<file path="config.mk">
export PLATFORM = sky130hd
export DESIGN_NAME = biu_top
export DESIGN_NICKNAME = d
export VERILOG_FILES = /design/src/rtl/biu_pkg.sv /design/src/rtl/biu_chan_reg.sv /design/src/rtl/biu_rd_router.sv /design/src/rtl/biu_wr_fsm.sv /design/src/rtl/biu_wait_timer.sv /design/src/rtl/biu_top.sv
export VERILOG_INCLUDE_DIRS = /design/src /design/src/rtl
export SDC_FILE = /design/constraint.sdc
export NUM_CORES = 1
export LEC_CHECK = 0
export ABC_AREA = 1
export BUFFER_PORTS_ARGS = -buffer_cell sky130_fd_sc_hd__buf_2
export CORE_AREA = 2 2 163 165
export DETAILED_ROUTE_END_ITERATION = 8
export DIE_AREA = 0 0 165 167
export GPL_ROUTABILITY_DRIVEN = 1
export PLACE_DENSITY = 0.51
export SLEW_MARGIN = 10
export SYNTH_ARGS = -nofsm -noshare
export SYNTH_HDL_FRONTEND = slang
export SYNTH_SLANG_ARGS = --single-unit
</file>
<file path="constraint.sdc">
create_clock -name clk -period 6.54 [get_ports clk]
set_input_delay 0.981 -clock clk [delete_from_list [all_inputs] [get_ports clk]]
set_output_delay 0.981 -clock clk [all_outputs]
set_load 0.02 [all_outputs]
</file>
<file path="src/rtl/biu_defs.svh">
`ifndef BIU_DEFS_SVH
`define BIU_DEFS_SVH

// bus widths
`define BIU_ADDR_W 32
`define BIU_DATA_W 32
`define BIU_ID_W   4

// fixed AXI ids
// writes go out with the load/store id
`define BIU_IFU_ID 0
`define BIU_LSU_ID 1

// cycles before a missing write response is reported
`define BIU_B_TIMEOUT 64

`endif

</file>
<file path="src/rtl/biu_pkg.sv">
`default_nettype none

`include "biu_defs.svh"

package biu_pkg;

   typedef logic [`BIU_ADDR_W-1:0]   biu_addr_t;
   typedef logic [`BIU_DATA_W-1:0]   biu_data_t;
   typedef logic [`BIU_DATA_W/8-1:0] biu_strb_t;
   typedef logic [`BIU_ID_W-1:0]     biu_id_t;

   typedef enum logic [1:0] {
      AXI_OKAY   = 2'b00,
      AXI_EXOKAY = 2'b01,
      AXI_SLVERR = 2'b10,
      AXI_DECERR = 2'b11
   } axi_resp_e;

   // payload of the AR and AW channels
   typedef struct packed {
      biu_id_t    id;
      biu_addr_t  addr;
      logic [2:0] prot;
   } axi_addr_req_t;

   typedef struct packed {
      biu_data_t data;
      biu_strb_t strb;
   } axi_wbeat_t;

   typedef enum logic [1:0] {IDLE, SEND, WAIT_B, DRAIN} wr_state_e;

endpackage

`default_nettype wire

</file>
<file path="src/rtl/biu_chan_reg.sv">
`timescale 1ns/1ps
`default_nettype none

module biu_chan_reg #(
   parameter type payload_t = logic
) (
   input  wire      clk,
   input  wire      rst_n,
   input  wire      in_valid,
   output logic     in_ready,
   input  wire      payload_t in_payload,
   output logic     out_valid,
   input  wire      out_ready,
   output payload_t out_payload
);

   logic full;
   logic take;

   // a full entry frees up in the cycle it is handed over
   assign in_ready  = ~full | out_ready;
   assign take      = in_valid & in_ready;
   assign out_valid = full;

   always_ff @(posedge clk or negedge rst_n) begin
      if (!rst_n) begin
         full <= 1'b0;
      end else if (take) begin
         full <= 1'b1;
      end else if (out_ready) begin
         full <= 1'b0;
      end
   end

   always_ff @(posedge clk) begin
      if (take) begin
         out_payload <= in_payload;
      end
   end

endmodule

`default_nettype wire

</file>
<file path="src/rtl/biu_rd_router.sv">
`timescale 1ns/1ps
`default_nettype none

`include "biu_defs.svh"

module biu_rd_router (
   input  wire                     clk,
   input  wire                     rst_n,
   input  wire                     ifu_rd_req,
   input  wire biu_pkg::biu_addr_t ifu_rd_addr,
   input  wire                     ifu_cancel,
   output logic                    ifu_rd_ack,
   output logic                    ifu_data_valid,
   output biu_pkg::biu_data_t      ifu_data,
   input  wire                     lsu_rd_req,
   input  wire biu_pkg::biu_addr_t lsu_rd_addr,
   output logic                    lsu_rd_ack,
   output logic                    lsu_data_valid,
   output biu_pkg::biu_data_t      lsu_data,
   output logic                    ar_valid,
   input  wire                     ar_ready,
   output biu_pkg::axi_addr_req_t  ar_payload,
   input  wire                     r_valid,
   output logic                    r_ready,
   input  wire biu_pkg::biu_id_t   r_id,
   input  wire biu_pkg::biu_data_t r_data
);

   import biu_pkg::*;

   localparam biu_id_t IFU_ID = biu_id_t'(`BIU_IFU_ID);
   localparam biu_id_t LSU_ID = biu_id_t'(`BIU_LSU_ID);

   logic ifu_busy;
   logic lsu_busy;
   logic ifu_cancelled;
   logic lsu_last;
   logic ifu_can;
   logic lsu_can;
   logic grant_ifu;
   logic grant_lsu;
   logic r_hs;
   logic r_ifu;
   logic r_lsu;

   assign ifu_can = ifu_rd_req & ~ifu_busy;
   assign lsu_can = lsu_rd_req & ~lsu_busy;

   // on a tie the source not granted last time wins
   assign grant_ifu = ar_ready & ifu_can & (~lsu_can | lsu_last);
   assign grant_lsu = ar_ready & lsu_can & (~ifu_can | ~lsu_last);

   assign ifu_rd_ack = grant_ifu;
   assign lsu_rd_ack = grant_lsu;
   assign ar_valid   = grant_ifu | grant_lsu;

   always_comb begin
      if (grant_lsu) begin
         ar_payload.id   = LSU_ID;
         ar_payload.addr = lsu_rd_addr;
         ar_payload.prot = 3'b000;
      end else begin
         ar_payload.id   = IFU_ID;
         ar_payload.addr = ifu_rd_addr;
         // instruction access
         ar_payload.prot = 3'b100;
      end
   end

   assign r_ready = ifu_busy | lsu_busy;
   assign r_hs    = r_valid & r_ready;
   assign r_ifu   = r_hs & (r_id == IFU_ID);
   assign r_lsu   = r_hs & (r_id == LSU_ID);

   // a cancel in the beat's own cycle still drops it
   assign ifu_data_valid = r_ifu & ~ifu_cancelled & ~ifu_cancel;
   assign lsu_data_valid = r_lsu;
   assign ifu_data       = r_data;
   assign lsu_data       = r_data;

   always_ff @(posedge clk or negedge rst_n) begin
      if (!rst_n) begin
         ifu_busy      <= 1'b0;
         lsu_busy      <= 1'b0;
         ifu_cancelled <= 1'b0;
         lsu_last      <= 1'b0;
      end else begin
         if (grant_ifu) begin
            ifu_busy <= 1'b1;
         end else if (r_ifu) begin
            ifu_busy <= 1'b0;
         end
         if (grant_lsu) begin
            lsu_busy <= 1'b1;
         end else if (r_lsu) begin
            lsu_busy <= 1'b0;
         end
         if (r_ifu) begin
            ifu_cancelled <= 1'b0;
         end else if (ifu_cancel && ifu_busy) begin
            ifu_cancelled <= 1'b1;
         end
         if (grant_ifu) begin
            lsu_last <= 1'b0;
         end else if (grant_lsu) begin
            lsu_last <= 1'b1;
         end
      end
   end

endmodule

`default_nettype wire

</file>
<file path="src/rtl/biu_wr_fsm.sv">
`timescale 1ns/1ps
`default_nettype none

`include "biu_defs.svh"

module biu_wr_fsm (
   input  wire                     clk,
   input  wire                     rst_n,
   input  wire                     lsu_wr_req,
   input  wire biu_pkg::biu_addr_t lsu_wr_addr,
   input  wire biu_pkg::biu_data_t lsu_wr_data,
   input  wire biu_pkg::biu_strb_t lsu_wr_strb,
   output logic                    lsu_wr_ack,
   output logic                    lsu_write_done,
   output logic                    lsu_wr_err,
   output logic                    aw_load,
   output biu_pkg::axi_addr_req_t  aw_payload,
   input  wire                     aw_free,
   output logic                    w_load,
   output biu_pkg::axi_wbeat_t     w_payload,
   input  wire                     w_free,
   input  wire                     b_valid,
   output logic                    b_ready,
   input  wire biu_pkg::axi_resp_e b_resp,
   output logic                    timer_start,
   output logic                    timer_run,
   input  wire                     timer_expired
);

   import biu_pkg::*;

   wr_state_e state;
   wr_state_e state_nxt;
   logic      sent;

   // both channel registers have handed their beat over
   assign sent = aw_free & w_free;

   always_comb begin
      state_nxt = state;
      case (state)
         IDLE:    if (lsu_wr_req) state_nxt = SEND;
         SEND:    if (sent) state_nxt = WAIT_B;
         WAIT_B: begin
            if (b_valid) begin
               state_nxt = IDLE;
            end else if (timer_expired) begin
               state_nxt = DRAIN;
            end
         end
         DRAIN:   if (b_valid) state_nxt = IDLE;
         default: state_nxt = IDLE;
      endcase
   end

   always_ff @(posedge clk or negedge rst_n) begin
      if (!rst_n) begin
         state <= IDLE;
      end else begin
         state <= state_nxt;
      end
   end

   assign lsu_wr_ack = (state == IDLE) & lsu_wr_req;
   assign aw_load    = lsu_wr_ack;
   assign w_load     = lsu_wr_ack;

   always_comb begin
      aw_payload.id   = biu_id_t'(`BIU_LSU_ID);
      aw_payload.addr = lsu_wr_addr;
      aw_payload.prot = 3'b000;
      w_payload.data  = lsu_wr_data;
      w_payload.strb  = lsu_wr_strb;
   end

   // late responses are still taken in DRAIN
   assign b_ready     = (state == WAIT_B) | (state == DRAIN);
   assign timer_start = (state == SEND) & sent;
   assign timer_run   = (state == WAIT_B);

   always_ff @(posedge clk or negedge rst_n) begin
      if (!rst_n) begin
         lsu_write_done <= 1'b0;
         lsu_wr_err     <= 1'b0;
      end else begin
         lsu_write_done <= (state == WAIT_B) & (b_valid | timer_expired);
         lsu_wr_err     <= (state == WAIT_B) &
                           (b_valid ? (b_resp != AXI_OKAY) : timer_expired);
      end
   end

endmodule

`default_nettype wire

</file>
<file path="src/rtl/biu_wait_timer.sv">
`timescale 1ns/1ps
`default_nettype none

`include "biu_defs.svh"

module biu_wait_timer (
   input  wire  clk,
   input  wire  rst_n,
   input  wire  start,
   input  wire  run,
   output logic expired
);

   localparam int CNT_W = $clog2(`BIU_B_TIMEOUT + 1);

   logic [CNT_W-1:0] cnt;

   assign expired = (cnt == CNT_W'(`BIU_B_TIMEOUT));

   // holds at the limit once reached
   always_ff @(posedge clk or negedge rst_n) begin
      if (!rst_n) begin
         cnt <= '0;
      end else if (start) begin
         cnt <= '0;
      end else if (run && !expired) begin
         cnt <= cnt + 1'b1;
      end
   end

endmodule

`default_nettype wire

</file>
<file path="src/rtl/biu_top.sv">
`timescale 1ns/1ps
`default_nettype none

`include "biu_defs.svh"

module biu_top (
   input  wire                     clk,
   input  wire                     rst_n,

   // instruction fetch
   input  wire                     ifu_rd_req,
   input  wire biu_pkg::biu_addr_t ifu_rd_addr,
   input  wire                     ifu_cancel,
   output logic                    ifu_rd_ack,
   output logic                    ifu_data_valid,
   output biu_pkg::biu_data_t      ifu_data,

   // load/store
   input  wire                     lsu_rd_req,
   input  wire biu_pkg::biu_addr_t lsu_rd_addr,
   output logic                    lsu_rd_ack,
   output logic                    lsu_data_valid,
   output biu_pkg::biu_data_t      lsu_data,
   input  wire                     lsu_wr_req,
   input  wire biu_pkg::biu_addr_t lsu_wr_addr,
   input  wire biu_pkg::biu_data_t lsu_wr_data,
   input  wire biu_pkg::biu_strb_t lsu_wr_strb,
   output logic                    lsu_wr_ack,
   output logic                    lsu_write_done,
   output logic                    lsu_wr_err,

   // ar
   output biu_pkg::biu_id_t        arid,
   output biu_pkg::biu_addr_t      araddr,
   output logic [3:0]              arlen,
   output logic [2:0]              arsize,
   output logic [1:0]              arburst,
   output logic [1:0]              arlock,
   output logic [3:0]              arcache,
   output logic [2:0]              arprot,
   output logic                    arvalid,
   input  wire                     arready,

   // r
   input  wire biu_pkg::biu_id_t   rid,
   input  wire biu_pkg::biu_data_t rdata,
   input  wire [1:0]               rresp,
   input  wire                     rlast,
   input  wire                     rvalid,
   output logic                    rready,

   // aw
   output biu_pkg::biu_id_t        awid,
   output biu_pkg::biu_addr_t      awaddr,
   output logic [3:0]              awlen,
   output logic [2:0]              awsize,
   output logic [1:0]              awburst,
   output logic [1:0]              awlock,
   output logic [3:0]              awcache,
   output logic [2:0]              awprot,
   output logic                    awvalid,
   input  wire                     awready,

   // w
   output biu_pkg::biu_id_t        wid,
   output biu_pkg::biu_data_t      wdata,
   output biu_pkg::biu_strb_t      wstrb,
   output logic                    wlast,
   output logic                    wvalid,
   input  wire                     wready,

   // b
   input  wire biu_pkg::biu_id_t   bid,
   input  wire [1:0]               bresp,
   input  wire                     bvalid,
   output logic                    bready
);

   import biu_pkg::*;

   logic          ar_in_valid;
   logic          ar_in_ready;
   axi_addr_req_t ar_in_payload;
   axi_addr_req_t ar_out_payload;
   logic          aw_load;
   logic          aw_free;
   axi_addr_req_t aw_in_payload;
   axi_addr_req_t aw_out_payload;
   logic          w_load;
   logic          w_free;
   axi_wbeat_t    w_in_payload;
   axi_wbeat_t    w_out_payload;
   logic          timer_start;
   logic          timer_run;
   logic          timer_expired;

   biu_rd_router u_rd_router (
      .clk            (clk           ),
      .rst_n          (rst_n         ),
      .ifu_rd_req     (ifu_rd_req    ),
      .ifu_rd_addr    (ifu_rd_addr   ),
      .ifu_cancel     (ifu_cancel    ),
      .ifu_rd_ack     (ifu_rd_ack    ),
      .ifu_data_valid (ifu_data_valid),
      .ifu_data       (ifu_data      ),
      .lsu_rd_req     (lsu_rd_req    ),
      .lsu_rd_addr    (lsu_rd_addr   ),
      .lsu_rd_ack     (lsu_rd_ack    ),
      .lsu_data_valid (lsu_data_valid),
      .lsu_data       (lsu_data      ),
      .ar_valid       (ar_in_valid   ),
      .ar_ready       (ar_in_ready   ),
      .ar_payload     (ar_in_payload ),
      .r_valid        (rvalid        ),
      .r_ready        (rready        ),
      .r_id           (rid           ),
      .r_data         (rdata         )
   );

   biu_wr_fsm u_wr_fsm (
      .clk            (clk               ),
      .rst_n          (rst_n             ),
      .lsu_wr_req     (lsu_wr_req        ),
      .lsu_wr_addr    (lsu_wr_addr       ),
      .lsu_wr_data    (lsu_wr_data       ),
      .lsu_wr_strb    (lsu_wr_strb       ),
      .lsu_wr_ack     (lsu_wr_ack        ),
      .lsu_write_done (lsu_write_done    ),
      .lsu_wr_err     (lsu_wr_err        ),
      .aw_load        (aw_load           ),
      .aw_payload     (aw_in_payload     ),
      .aw_free        (aw_free           ),
      .w_load         (w_load            ),
      .w_payload      (w_in_payload      ),
      .w_free         (w_free            ),
      .b_valid        (bvalid            ),
      .b_ready        (bready            ),
      .b_resp         (axi_resp_e'(bresp)),
      .timer_start    (timer_start       ),
      .timer_run      (timer_run         ),
      .timer_expired  (timer_expired     )
   );

   biu_wait_timer u_b_timer (
      .clk     (clk          ),
      .rst_n   (rst_n        ),
      .start   (timer_start  ),
      .run     (timer_run    ),
      .expired (timer_expired)
   );

   biu_chan_reg #(.payload_t(axi_addr_req_t)) u_ar_reg (
      .clk         (clk           ),
      .rst_n       (rst_n         ),
      .in_valid    (ar_in_valid   ),
      .in_ready    (ar_in_ready   ),
      .in_payload  (ar_in_payload ),
      .out_valid   (arvalid       ),
      .out_ready   (arready       ),
      .out_payload (ar_out_payload)
   );

   biu_chan_reg #(.payload_t(axi_addr_req_t)) u_aw_reg (
      .clk         (clk           ),
      .rst_n       (rst_n         ),
      .in_valid    (aw_load       ),
      .in_ready    (aw_free       ),
      .in_payload  (aw_in_payload ),
      .out_valid   (awvalid       ),
      .out_ready   (awready       ),
      .out_payload (aw_out_payload)
   );

   biu_chan_reg #(.payload_t(axi_wbeat_t)) u_w_reg (
      .clk         (clk          ),
      .rst_n       (rst_n        ),
      .in_valid    (w_load       ),
      .in_ready    (w_free       ),
      .in_payload  (w_in_payload ),
      .out_valid   (wvalid       ),
      .out_ready   (wready       ),
      .out_payload (w_out_payload)
   );

   // single beat INCR word accesses only
   assign arid    = ar_out_payload.id;
   assign araddr  = ar_out_payload.addr;
   assign arprot  = ar_out_payload.prot;
   assign arlen   = 4'd0;
   assign arsize  = 3'd2;
   assign arburst = 2'b01;
   assign arlock  = 2'b00;
   assign arcache = 4'd0;

   assign awid    = aw_out_payload.id;
   assign awaddr  = aw_out_payload.addr;
   assign awprot  = aw_out_payload.prot;
   assign awlen   = 4'd0;
   assign awsize  = 3'd2;
   assign awburst = 2'b01;
   assign awlock  = 2'b00;
   assign awcache = 4'd0;

   assign wid     = biu_id_t'(`BIU_LSU_ID);
   assign wdata   = w_out_payload.data;
   assign wstrb   = w_out_payload.strb;
   assign wlast   = 1'b1;

endmodule

`default_nettype wire

</file>
## Word-level counts from Yosys, hierarchy flattened

Index checks and enable logic that the tools add are counted.

- Flip-flop bits (word level): 125
- Output and inout port bits: 225
- Logic and storage cells: 104

- Add/subtract/negate cells: 1
- Multiplexer cells: 24
- Bitwise gates (word level): 38
- Reduce and logical (&&, ||, !) cells: 15
- Equal/unequal tests: 9

Operator list:

| operator | number |
|---|---|
| $mux 36 | 1 |
| $and 1x1->1 | 19 |
| $reduce_bool 2->1 | 9 |
| $mux 1 | 15 |
| $mux 7 | 2 |
| $mux 2 | 5 |
| $not 1->1 | 10 |
| $or 1x1->1 | 9 |
| $pmux 2 s4 | 1 |
| $add 7x1->7 const B | 1 |
| $eq 7x7->1 const B | 1 |
| $eq 2x2->1 const B | 2 |
| $eq 4x1->1 const B | 1 |
| $logic_not 4->1 | 1 |
| $ne 2x2->1 const B | 2 |
| $reduce_and 4->1 | 1 |
| $ne 3x3->1 const B | 1 |
| $eq 2x1->1 const B | 1 |
| $logic_and 1x1->1 | 2 |
| $logic_not 2->1 | 1 |
| $ne 2x1->1 const B | 1 |
| $logic_not 1->1 | 1 |

## Longest topological paths before layout

Gate-level depths: netlist of the first run.

- Depth after elaboration: 8
- Depth in mapped cells: 10
- Gate-level depth less buffers: 10

## Modules after synthesis

Synthesis of the first run repeated with hierarchy kept, for this count alone.

- Cells, all modules: 567
- Area total of the unflattened synthesis: 6413.7 um^2

By module, submodules not included:

| module | seq. area each (um^2) | cells an instance | area an instance (um^2) | instances |
|---|---|---|---|---|
| biu_chan_reg (u_ar_reg ...) | 1196.1 | 45 | 1216.2 | 2 |
| biu_rd_router | 100.1 | 219 | 1303.8 | 1 |
| biu_chan_reg (u_w_reg) | 1106.1 | 42 | 1126.1 | 1 |
| biu_wr_fsm | 100.1 | 111 | 810.8 | 1 |
| biu_wait_timer | 175.2 | 68 | 470.5 | 1 |
| biu_top | 0.0 | 37 | 270.3 | 1 |

## Worst setup path after synthesis of the first run

OpenSTA, ideal clock, no wires.

- Kind: input port to flip-flop
- From: input lsu_wr_req
- To: register u_w_reg.out_payload[0] (netlist name) (enable)
- Arrival: 3.291 ns
- Path slack: 2.807 ns
- Cell stages on the path: 4
- Cell sequence: inv_1 -> nor2_1 -> inv_1 -> a21oi_1

- Cells in the longest elaborated chain, start to end: 2

RTL lines:

| item | line | RTL |
|---|---|---|
| from (decl) | biu_top.sv:24 | `input wire lsu_wr_req,` |
| $and 1x1->1 | biu_wr_fsm.sv:64 | `assign lsu_wr_ack = (state == IDLE) & lsu_wr_req;` |
| net lsu_wr_ack | biu_top.sv:28 | `output logic lsu_wr_ack,` |
| $and 1x1->1 | biu_chan_reg.sv:22 | `assign take = in_valid & in_ready;` |
| net u_w_reg.take | biu_chan_reg.sv:18 | `logic take;` |
| to (signal assigned) | biu_chan_reg.sv:37 | `out_payload <= in_payload;` |
| to (decl) | biu_chan_reg.sv:14 | `output payload_t out_payload` |

The timed path passes the listed nets, and every way through them passes these cells.
A chain may end at the register's enable or synchronous reset.

## Worst setup path after layout of the first run

- From: input lsu_rd_req
- To: output lsu_rd_ack

- Cells in the longest elaborated chain, start to end: 3

RTL lines:

| item | line | RTL |
|---|---|---|
| from (decl) | biu_top.sv:19 | `input wire lsu_rd_req,` |
| $and 1x1->1 | biu_rd_router.sv:47 | `assign lsu_can = lsu_rd_req & ~lsu_busy;` |
| $and 1x1->1 (2 in a row) | biu_rd_router.sv:51 | `assign grant_lsu = ar_ready & lsu_can & (~ifu_can \| ~lsu_last);` |
| to (decl) | biu_top.sv:21 | `output logic lsu_rd_ack,` |

No other way between the ends.

==> results of run 1 <==
[cell type report]
cell class / count / area [sq um]
Inverter: 30 / 113
Tap cell: 335 / 419
Antenna cell: 1 / 2.50
Clock buffer: 17 / 425
Fill cell: 2728 / 18800
Multi-Input combinational cell: 235 / 1020
Clock inverter: 15 / 179
Timing Repair Buffer: 264 / 1330
Sequential cell: 120 / 3510
[kinds of logic after synthesis]
logic type / Yosys count / synth area share
simple gates: 173 / 0.130
compound gates: 10 / 0.0114
other cells: 2 / 0.00140
xor+xnor: 3 / 0.00490
flops: 120 / 0.655
fa+ha+maj: 2 / 0.00467
buf+inv: 149 / 0.192
[metal layers]
metal / vias up / wire (um)
met3: 32 / 1940
met4: 0 / 398
met2: 245 / 8520
li1: 1759 / -
met5: - / 0
met1: 1639 / 5440
[flip-flops by register name, summed over array words and instances (netlist names)]
register,cells
u_rd_router.ifu_cancelled,1
u_rd_router.lsu_busy,1
u_rd_router.lsu_last,1
u_wr_fsm.lsu_write_done,1
u_w_reg.out_payload,36
u_rd_router.ifu_busy,1
u_wr_fsm.state,2
u_w_reg.out_valid,1
u_aw_reg.out_payload,32
u_ar_reg.out_valid,1
u_ar_reg.out_payload,34
u_wr_fsm.lsu_wr_err,1
u_aw_reg.out_valid,1
u_b_timer.cnt,7
[path summary, 6_finish.rpt]
check	cells past startpoint	from	endpoint
hold / removal	1	rst_n	u_rd_router.ifu_cancelled
setup / recovery	6	lsu_rd_req	lsu_rd_ack
setup reg to reg	5	u_rd_router.ifu_busy	u_ar_reg.out_payload[34]
hold reg to reg	2	u_rd_router.lsu_busy	u_rd_router.lsu_busy
min in group clk	2	u_rd_router.lsu_busy	u_rd_router.lsu_busy
max in group asynchronous	1	rst_n	u_b_timer.cnt[0]
[worst reg2reg max path: stages (launching register included)]
cell and delay [ns]:
dfrtp_1 0.46, inv_2 0.08, nand2_2 0.06, o211ai_4 0.16
buf_4 0.42, nand2_2 0.66
[cells in the mapped netlist (all sizes together), types with 2 or more instances]
library cell	count
a21oi	3
buf	118
conb	2
dfrtp	18
edfxtp	102
ha	2
inv	30
nand2	138
nand3	11
nand4	3
nor2	17
nor3	3
o21ai	4
xor2	3
[power by group through the flow]
stage	Sequential [mW]	Clock [mW]	Combinational [mW]
floorplan	1.33	0	0.368
global placement	1.15	0	0.774
detailed placement	1.15	0	0.776
CTS	1.14	1.02	0.777
global route	1.15	1.05	0.836
finish	1.13	0.981	0.753
[through the flow]
stage,setup WS (ns),util,power [mW]
after floorplan,2.81,-,1.70
after global placement,3.29,0.248,1.92
after detailed placement,3.28,0.248,1.93
after CTS,3.28,0.272,2.93
after global routing,3.20,0.272,3.04
final,3.33,0.272,2.87
==> results by group, run 1 <==
Power
  – Pwr dens: 410 nW/um^2
  – Sw Share: 0.356
  – Register share of total power: 0.395
  – Leakage power: 3.34 nW
  – Comb power frac: 0.263
  – Internal power: 1.85 mW
  – Switching power: 1.02 mW
  – Clock Power Share: 0.342
  – Maximum vdd drop: between 0.00015 and 0.0002 V

STA
  – RSZ-0062 raised after global routing: no
  – Hold slack: roughly 0.53 ns
  – Final setup skew: approximately 0.012 ns
  – Period utilization: 0.491
  – Final setup violation count: 0
  – Fmax: just over 0.3 GHz
  – Final Critical Period: roughly 3.2 ns
  – Post-route setup TNS: 0 ns
  – Final Hold Viols: 0
  – Max Slew Vio Count: 0
  – Worst slew margin: 0.331
  – Worst slew pin tran: 1.00 ns

Global routing
  – Met3 Usage GRT: 0.0466
  – M2 GR Usage: 0.210
  – Vias in the first global route: 3,562
  – First-pass GRT wire length: 22,200 um
  – Initial antenna violation count: 1
  – Largest net degree at the start of global routing: 38
  – Global-route usage over all layers: 0.113
  – Met1 Resource Use GR: 0.109
  – GRT Residual Overflow: 0
  – GRT busiest layer: met2

Place
  – Port Buffers: 262
  – Placed cell area: 6390 sq um
  – Cell total after placement: 984
  – HPWL Detailed: 12,600 um
  – Placer Congestion: 0.739

Setup path
  – Crit path DAT: 2.23 ns
  – Delay-heaviest family, CP: buffers and inverters
  – R2R Setup Slk: 4.16 ns
  – Crit Path Class: in -> out
  – Most Frequent Cell on Critical Path: buf_2
  – CP Cell Sequence: buf_2, inv_1, nor2_1, o211ai_4, inv_2, buf_2
  – WP data required: 5.56 ns
  – Crit path largest cell delay: 0.50 ns
  – Worst Path Buf+Inv: 4
  – CP max-delay cell: inv_2
  – Crit Path Max Fanout: 34
  – Critical Path End Type: output port
  – Critical Path Source Type: primary input

Synthesis
  – Synth Flop Type: edfxtp_1
  – Synth Instances: approximately 460
  – Top-area cell type share of the netlist area: 0.571
  – Yosys reg bits: between 100 and 150
  – Top post-synthesis cells by area: edfxtp_1 (57%), buf_4 (16%), nand2_1 (9.2%)
  – Syn. warnings: 0
  – Cell area after synthesis: 5360 sq um
  – EDFF count, synth: 102
  – Count of cell types in the netlist: 26
  – Area leader, netlist: edfxtp_1
  – Post-synth ARST share: 0.150
  – Synth Area per Inst: around 12 sq um
  – Post-synthesis sequential area ratio: 0.655

Clock network
  – H-tree levels: 4
  – Clk buf depth: 2
  – CTS sink count: 120
  – # hold bufs at CTS: 0
  – Post-cts repair resize count: 0
  – Clock transition at path regs: 0.07 ns
  – CTS tree: yes
  – TritonCTS buffer count: 17
  – Clock latency on the worst-skew pair: 0.40 ns
  – CTS Root Cell: clkbuf_16
  – Post-CTS Setup Inserts: 0

Cells and area
  – Design Area, Final: 7000 sq um
  – Finished Layout Cells: about 1,000
  – Commonest non-fill, non-tap cell in the layout: buf_2
  – Final layout net count: between 800 and 900
  – Synth-to-layout area growth: 30.5%
  – Fraction of layout cells with a size suffix above 1: 0.455
  – Most frequent cells in the layout: buf_2 (262), nand2_1 (131), edfxtp_1 (102)

Job
  – Max Cap Viol: 0

Die
  – Die W: 165 um
  – Initial Util: 0.208
  – IO Pins: 413
  – FP Rows: 59
  – Core region area: 25,800 sq um
  – Die H: ~170 um
  – Die ar.: 27,600 sq um

Drt
  – Wire per inst: around 16 um
  – DRT iter0 DRCs: 251
  – Vias: 3,675
  – Detail Route Antenna Nets: 0
  – Final wirelength: 16,300 um
  – DRC Markers: 0
  – DRT Pass-1 Iters: 4
  – Vias per std cell: between 3 and 4

Run status
  – Run status: complete, no violations

Worst hold path
  – HP Class: in -> async
No activity file was read; power rests on OpenSTA's default activity.
==> inputs of run 2 (changes only) <==
- ABC_AREA: 1 -> 0
- CORE_AREA: 2 2 163 165 -> 2 2 161 163
- DIE_AREA: 0 0 165 167 -> 0 0 163 165
- PLACE_DENSITY: 0.51 -> 0.54
- clock period: 6.54 -> 2.6 ns (I/O delays scaled with it)
==> run 2 against run 1 <==
Against the previous run:
- combinational power is 130% higher
- clock power up 130%
- area after synthesis shrank 2.4%
- highest routed layer unchanged
==> results by group, run 2 <==
Synthesis
  – Post-synthesis sequential area ratio: 0.671 (was 0.655)
  – Cell area after synthesis: 5240 sq um (was 5360 sq um)
  – Count of cell types in the netlist: 41 (was 26)
  – Area leader, netlist: edfxtp_1 (unchanged)
  – Post-synth ARST share: 0.150 (unchanged)
  – Synth Area per Inst: 15.2 sq um (was 11.7 sq um)
  – Top-area cell type share of the netlist area: 0.585 (was 0.571)
  – Yosys reg bits: 120 (unchanged)
  – Count leader, synth: buf_4 (was nand2_1)
  – Top cells by count, synth: buf_4 (111), edfxtp_1 (102), mux2_2 (33) (was nand2_1 (132), buf_4 (113), edfxtp_1 (102))
  – Syn. warnings: 0 (unchanged)
  – Top post-synthesis cells by area: edfxtp_1 (59%), buf_4 (16%), dfrtp_1 (8.6%) (was edfxtp_1 (57%), buf_4 (16%), nand2_1 (9.2%))
  – Synth Instances: 344 (was 459)
  – Synth Flop Type: edfxtp_1 (unchanged)
  – EDFF count, synth: 102 (unchanged)

Setup path
  – Crit Path Max Fanout: 5 (was 34)
  – CP Cell Sequence: nand2b_1, a211oi_1, buf_2 (was buf_2, inv_1, nor2_1, o211ai_4, inv_2, buf_2)
  – Worst Setup EP: ifu_rd_ack (was lsu_rd_ack)
  – Critical Path End Type: output port (unchanged)
  – Worst r2r dst: u_w_reg.out_payload[15] (was u_ar_reg.out_payload[34])
  – Crit path largest cell delay: 0.43 ns (was 0.50 ns)
  – CP startpoint: u_rd_router.ifu_busy (was lsu_rd_req)
  – Critical Path Source Type: flop (was primary input)
  – FF-to-FF path depth: 3 (was 5)
  – Crit Path Class: reg -> out (was in -> out)
  – R2R Setup Slk: 0.73 ns (was 4.16 ns)
  – Crit path DAT: 1.74 ns (was 2.23 ns)
  – CP max-delay cell: dfrtp_1 (was inv_2)
  – WP data required: 2.21 ns (was 5.56 ns)
  – Worst R2R Start: u_wr_fsm.state[1] (was u_rd_router.ifu_busy)

Clock network
  – Clock transition at path regs: 0.07 ns (about the same)
  – Post-CTS Setup Inserts: 0 (unchanged)
  – CTS sink count: 120 (unchanged)
  – Clock latency on the worst-skew pair: 0.41 ns (was 0.40 ns)
  – Post-cts repair resize count: 0 (unchanged)
  – H-tree levels: 4 (unchanged)
  – CTS tree: yes (unchanged)
  – TritonCTS buffer count: 17 (unchanged)
  – # hold bufs at CTS: 1 (was 0)
  – Clk buf depth: 2 (unchanged)
  – CTS Root Cell: clkbuf_16 (unchanged)

Global routing
  – First-pass GRT wire length: 19,500 um (was 22,200 um)
  – Global-route usage over all layers: 0.102 (was 0.113)
  – Largest net degree at the start of global routing: 37 (was 38)
  – Initial antenna violation count: 0 (was 1)
  – GRT Residual Overflow: 0 (unchanged)
  – Vias in the first global route: 3,094 (was 3,562)

Die
  – FP Rows: 58 (was 59)
  – Initial Util: 0.209 (was 0.208)
  – Die ar.: 26,900 sq um (was 27,600 sq um)
  – Core region area: 25,000 sq um (was 25,800 sq um)
  – Die H: 165 um (was 167 um)
  – Die W: 163 um (was 165 um)
  – IO Pins: 413 (unchanged)

Drt
  – Wire per inst: 16.5 um (was 16.0 um)
  – Vias: 3,341 (was 3,675)
  – DRC Markers: 0 (unchanged)
  – Final wirelength: 14,900 um (was 16,300 um)
  – Detail Route Antenna Nets: 0 (unchanged)
  – DRT iter0 DRCs: 165 (was 251)
  – DRT Pass-1 Iters: 4 (unchanged)
  – Vias per std cell: 3.70 (was 3.61)

STA
  – Worst slew pin tran: 0.569 ns (was 1.00 ns)
  – Worst slew margin: 0.620 (was 0.331)
  – Final Hold Viols: 0 (unchanged)
  – Fmax: 0.468 GHz
  – Final setup skew: 0.0160 ns (was 0.0118 ns)
  – RSZ-0062 raised after global routing: no (unchanged)
  – Max Slew Vio Count: 0 (unchanged)
  – Setup ws final: 0.465 ns (was 3.33 ns)
  – Post-route setup TNS: 0 ns (unchanged)
  – Final Critical Period: 2.13 ns
  – Final setup violation count: 0 (unchanged)
  – Period utilization: 0.821

Place
  – Port Buffers: 262 (unchanged)
  – Place WS: 0.681 ns (was 3.28 ns)
  – HPWL Detailed: 11,700 um (was 12,600 um)
  – Placer Congestion: 0.716 (was 0.739)

Run status
  – Run status: complete, no violations (unchanged)

Cells and area
  – Storage cell area: 3510 sq um (unchanged)
  – Fin util: 0.276 (was 0.272)
  – Multi-input gate area: 1020 sq um (about the same)
  – Fill count: 2,605 (was 2,728)
  – Top Registers: u_w_reg.out_payload x36, u_ar_reg.out_payload x34, u_aw_reg.out_payload x32 (unchanged)
  – Synth-to-layout area growth: 31.8% (was 30.5%)
  – Final layout net count: 750 (was 858)
  – Max FFs per register: 36 (unchanged)
  – Most frequent cells in the layout: buf_2 (262), edfxtp_1 (102), conb_1 (47) (was buf_2 (262), nand2_1 (131), edfxtp_1 (102))
  – Commonest non-fill, non-tap cell in the layout: buf_2 (unchanged)
  – Fraction of layout cells with a size suffix above 1: 0.601 (was 0.455)
  – Largest Register: u_w_reg.out_payload (unchanged)

Job
  – Max Cap Viol: 0 (unchanged)

Worst hold path
  – Worst hold path stage count: 1
  – HP Class: in -> reg (was in -> async)

Power
  – Leakage power: 2.98 nW (was 3.34 nW)
  – Maximum vdd drop: 0.000406 V (was 0.000171 V)
  – Pwr dens: 981 nW/um^2 (was 410 nW/um^2)
## run 2: cell count changes after synthesis, moves of 4 or more
cell / previous run / this run
mux2_2: 0 / 33
nand2_2: 6 / 0
nand3_1: 10 / 3
nand2b_1: 0 / 4
o31ai_1: 0 / 4
nor2_1: 17 / 5
nor2b_1: 0 / 4
nand2_1: 132 / 3
inv_1: 28 / 7
## run 2: layer usage
layer  vias to the layer above  routed length, um  part of all wire  GRT usage
met5                         -                  0                 0          0
li1                       1508                  -                 -          -
met4                         0                462             0.031     0.0499
met3                        37               1680              0.11     0.0437
met2                       232               7830              0.53      0.182
met1                      1564               4920              0.33      0.101
## run 2: critical path, delay by kind of cell (launching register included)
family | cells | cell delay (ns)
flip-flops | 1 | 0.43
AO/OA/AOI/OAI | 1 | 0.40
AND/OR/NAND/NOR | 1 | 0.25
buffers and inverters | 1 | 0.25
## run 2: layout make-up
| type | count | share of cell area |
|---|---|---|
| flip-flops and latches | 120 | 0.509 |
| repair buffers | 268 | 0.199 |
| multi-input cells | 145 | 0.147 |
| clock buffers | 17 | 0.0617 |
| well taps | 330 | 0.0598 |
| clock inverters | 14 | 0.0185 |
| inverters | 8 | 0.00435 |
| diodes | 1 | 0.000363 |
## run 2: metrics by stage
| step | total power, mW | std cells | cell area [sq um] | hold WS (ns) |
|---|---|---|---|---|
| after global placement | 4.57 | 870 | 6330 | 0.395 |
| final | 6.77 | 903 | 6900 | 0.147 |
| after floorplan | 4.11 | 389 | 5410 | 0.0944 |
| after detailed placement | 4.59 | 870 | 6330 | 0.398 |
| after global routing | 7.11 | 902 | 6900 | 0.131 |
| after CTS | 6.88 | 902 | 6900 | 0.130 |
## run 2: cell families after synthesis
logic type / Yosys count / share of synthesized area
compound gates: 24 / 0.0306
fa+ha+maj: 2 / 0.00478
buf+inv: 124 / 0.173
flops: 120 / 0.671
mux: 35 / 0.0748
other cells: 2 / 0.00143
simple gates: 37 / 0.0442
## run 2: how the worst min path moves through the flow
stage,from,end,slack (ns)
2_1_floorplan,rst_n,u_ar_reg.out_valid,0.09
3_3_place_gp,rst_n,u_b_timer.cnt[4],0.40
3_5_place_dp,rst_n,u_b_timer.cnt[4],0.40
4_1_cts,lsu_wr_data[25],u_w_reg.out_payload[29],0.13
5_1_grt,lsu_wr_data[23],u_w_reg.out_payload[27],0.13
6_report,lsu_wr_data[3],u_w_reg.out_payload[7],0.15
## run 2: power by group
group	internal [mW]	total (mW)	switching, mW
Clock	1.31	2.26	0.943
Sequential	2.63	2.78	0.150
Combinational	0.578	1.73	1.16
==> inputs of run 3 (changes only) <==
- clock period: 2.6 -> 1.8 ns (I/O delays scaled with it)
==> run 3 against run 2 <==
Against the previous run:
- largest power group unchanged
- first-iteration DRC count rose by 6.7%
- final cell count rose by 1.4%
- worst hold slack got worse by 0.11 ns
- setup slack got worse by 0.42 ns
- critical endpoint is now ifu_data_valid
- sequential share of layout area fell by 1.5 points
- critical path depth rose by 1
- critical path type unchanged
==> results by group, run 3 (same netlist as run 2, synthesis figures left out) <==
Cells and area
  – Fraction of layout cells with a size suffix above 1: 0.615 (was 0.601)
  – Multi-input gate area: 1040 sq um (was 1020 sq um)
  – Fill count: 2,592 (was 2,605)
  – Final layout net count: 762 (was 750)
  – Commonest non-fill, non-tap cell in the layout: buf_2 (unchanged)
  – Synth-to-layout area growth: 35.7% (was 31.8%)
  – Design Area, Final: 7100 sq um (was 6900 sq um)
  – Finished Layout Cells: 916 (was 903)
  – Largest Register: u_w_reg.out_payload (unchanged)
  – Top Registers: u_w_reg.out_payload x36, u_ar_reg.out_payload x34, u_aw_reg.out_payload x32 (unchanged)
  – Storage cell area: 3510 sq um (unchanged)
  – Most frequent cells in the layout: buf_2 (259), edfxtp_1 (102), conb_1 (47) (was buf_2 (262), edfxtp_1 (102), conb_1 (47))
  – Fin util: 0.284 (was 0.276)
  – Max FFs per register: 36 (unchanged)

Clock network
  – Clock latency on the worst-skew pair: 0.41 ns (about the same)
  – TritonCTS buffer count: 17 (unchanged)
  – H-tree levels: 4 (unchanged)
  – Clock transition at path regs: 0.07 ns (about the same)
  – CTS sink count: 120 (unchanged)
  – CTS tree: yes (unchanged)
  – Clk buf depth: 2 (unchanged)
  – CTS Root Cell: clkbuf_16 (unchanged)

Global routing
  – Global-route usage over all layers: 0.106 (was 0.102)
  – Vias in the first global route: 3,204 (was 3,094)
  – Largest net degree at the start of global routing: 37 (unchanged)
  – GRT Residual Overflow: 0 (unchanged)
  – Initial antenna violation count: 0 (unchanged)
  – First-pass GRT wire length: 20,200 um (was 19,500 um)

Setup path
  – Crit Path Class: reg -> out (unchanged)
  – Crit path DAT: 1.49 ns (was 1.74 ns)
  – CP Cell Sequence: or2_4, nand3b_1, nor3_2, buf_2 (was nand2b_1, a211oi_1, buf_2)
  – CP max-delay cell: dfrtp_1 (unchanged)
  – Crit path largest cell delay: 0.38 ns (was 0.43 ns)
  – Critical Path End Type: output port (unchanged)
  – WP data required: 1.53 ns (was 2.21 ns)
  – Crit Path Max Fanout: 3 (was 5)
  – Critical Path Source Type: flop (unchanged)

Die
  – Initial Util: 0.209 (unchanged)
  – IO Pins: 413 (unchanged)
  – Core region area: 25,000 sq um (unchanged)
  – FP Rows: 58 (unchanged)
  – Die H: 165 um (unchanged)
  – Die W: 163 um (unchanged)
  – Die ar.: 26,900 sq um (unchanged)

Drt
  – DRC Markers: 0 (unchanged)
  – Detail Route Antenna Nets: 0 (unchanged)
  – Vias per std cell: 3.63 (was 3.70)
  – DRT iter0 DRCs: 176 (was 165)
  – DRT Pass-1 Iters: 4 (unchanged)
  – Final wirelength: 15,400 um (was 14,900 um)
  – Vias: 3,321 (was 3,341)
  – Wire per inst: 16.8 um (was 16.5 um)

Job
  – Max Cap Viol: 0 (unchanged)

STA
  – Final Critical Period: ~1.8 ns
  – Setup ws final: 0.0440 ns (was 0.465 ns)
  – Period utilization: 0.976
  – Hold slack: 0.0331 ns (was 0.147 ns)
  – Max Slew Vio Count: 0 (unchanged)
  – Worst slew margin: 0.571 (was 0.620)
  – Final setup violation count: 0 (unchanged)
  – Final Hold Viols: 0 (unchanged)
  – Final setup skew: 0.0184 ns (was 0.0160 ns)
  – RSZ-0062 raised after global routing: yes (was no)
  – Fmax: ~0.57 GHz
  – Post-route setup TNS: 0 ns (unchanged)
  – Worst slew pin tran: 0.642 ns (was 0.569 ns)

Place
  – HPWL Detailed: 12,100 um (was 11,700 um)
  – Placed cell area: 6390 sq um (was 6330 sq um)
  – Port Buffers: 262 (unchanged)
  – Cell total after placement: 873 (was 870)
  – Place WS: 0.0943 ns (was 0.681 ns)
  – Placer Congestion: 0.757 (was 0.716)

Worst hold path
  – HP Class: in -> reg (unchanged)

Power
  – Design Power: 10.3 mW (was 6.77 mW)
  – Pwr dens: 1440 nW/um^2 (was 981 nW/um^2)
  – Maximum vdd drop: 0.000578 V (was 0.000406 V)
  – Leakage power: 3.09 nW (was 2.98 nW)

Run status
  – Run status: complete, no violations (unchanged)
==> run 3: cell type report <==
cell class                      count  share of cell area
Tap cell                          330              0.0581
Clock buffer                       17              0.0599
Sequential cell                   120               0.495
Timing Repair Buffer              280               0.212
Multi-Input combinational cell    145               0.147
Antenna cell                        1            0.000352
Inverter                            8             0.00458
Clock inverter                     15              0.0238
==> run 3: critical path: cells and delay by family (launching register included) <==
| kind | cells | cell delay [ns] |
|---|---|---|
| flops | 1 | 0.38 |
| buf+inv | 1 | 0.16 |
| simple gates | 3 | 0.54 |
==> run 3: worst paths after layout <==
| check | depth (start not counted) | end | slack, ns | startpoint |
|---|---|---|---|---|
| worst max-delay path | 4 | ifu_data_valid | 0.04 | u_rd_router.ifu_busy |
| worst min-delay path | 1 | u_w_reg.out_payload[16] | 0.03 | lsu_wr_data[12] |
| worst max register to register | 6 | u_ar_reg.out_payload[3] | 0.05 | u_rd_router.ifu_busy |
| worst min register to register | 1 | u_b_timer.cnt[0] | 0.55 | u_b_timer.cnt[0] |
| max in group asynchronous | 2 | u_aw_reg.out_valid | 1.13 | rst_n |
| min in group asynchronous | 2 | u_ar_reg.out_valid | 0.34 | rst_n |
==> run 3: repair_timing <==
action | in CTS | in global routing
gates cloned | 0 | 0
pin swaps | 4 | 3
gates resized for setup | 8 | 4
endpoints found under the setup margin | 4 | 27
hold buffers | 1 | 0
endpoints found under the hold margin | 18 | 0
setup buffers | 9 | 1
==> run 3: report_power, final <==
group          switching (mW)  internal, mW
Combinational            1.79          1.03
Clock                    1.37          2.07
Sequential              0.199          3.79
Total                    3.36          6.90
==> run 3: per-layer routing <==
layer,vias up,part of all wire,track usage
met4,0,0.031,0.0579
met2,214,0.54,0.198
met5,-,0,0
li1,1539,-,-
met1,1533,0.31,0.0949
met3,35,0.12,0.0470
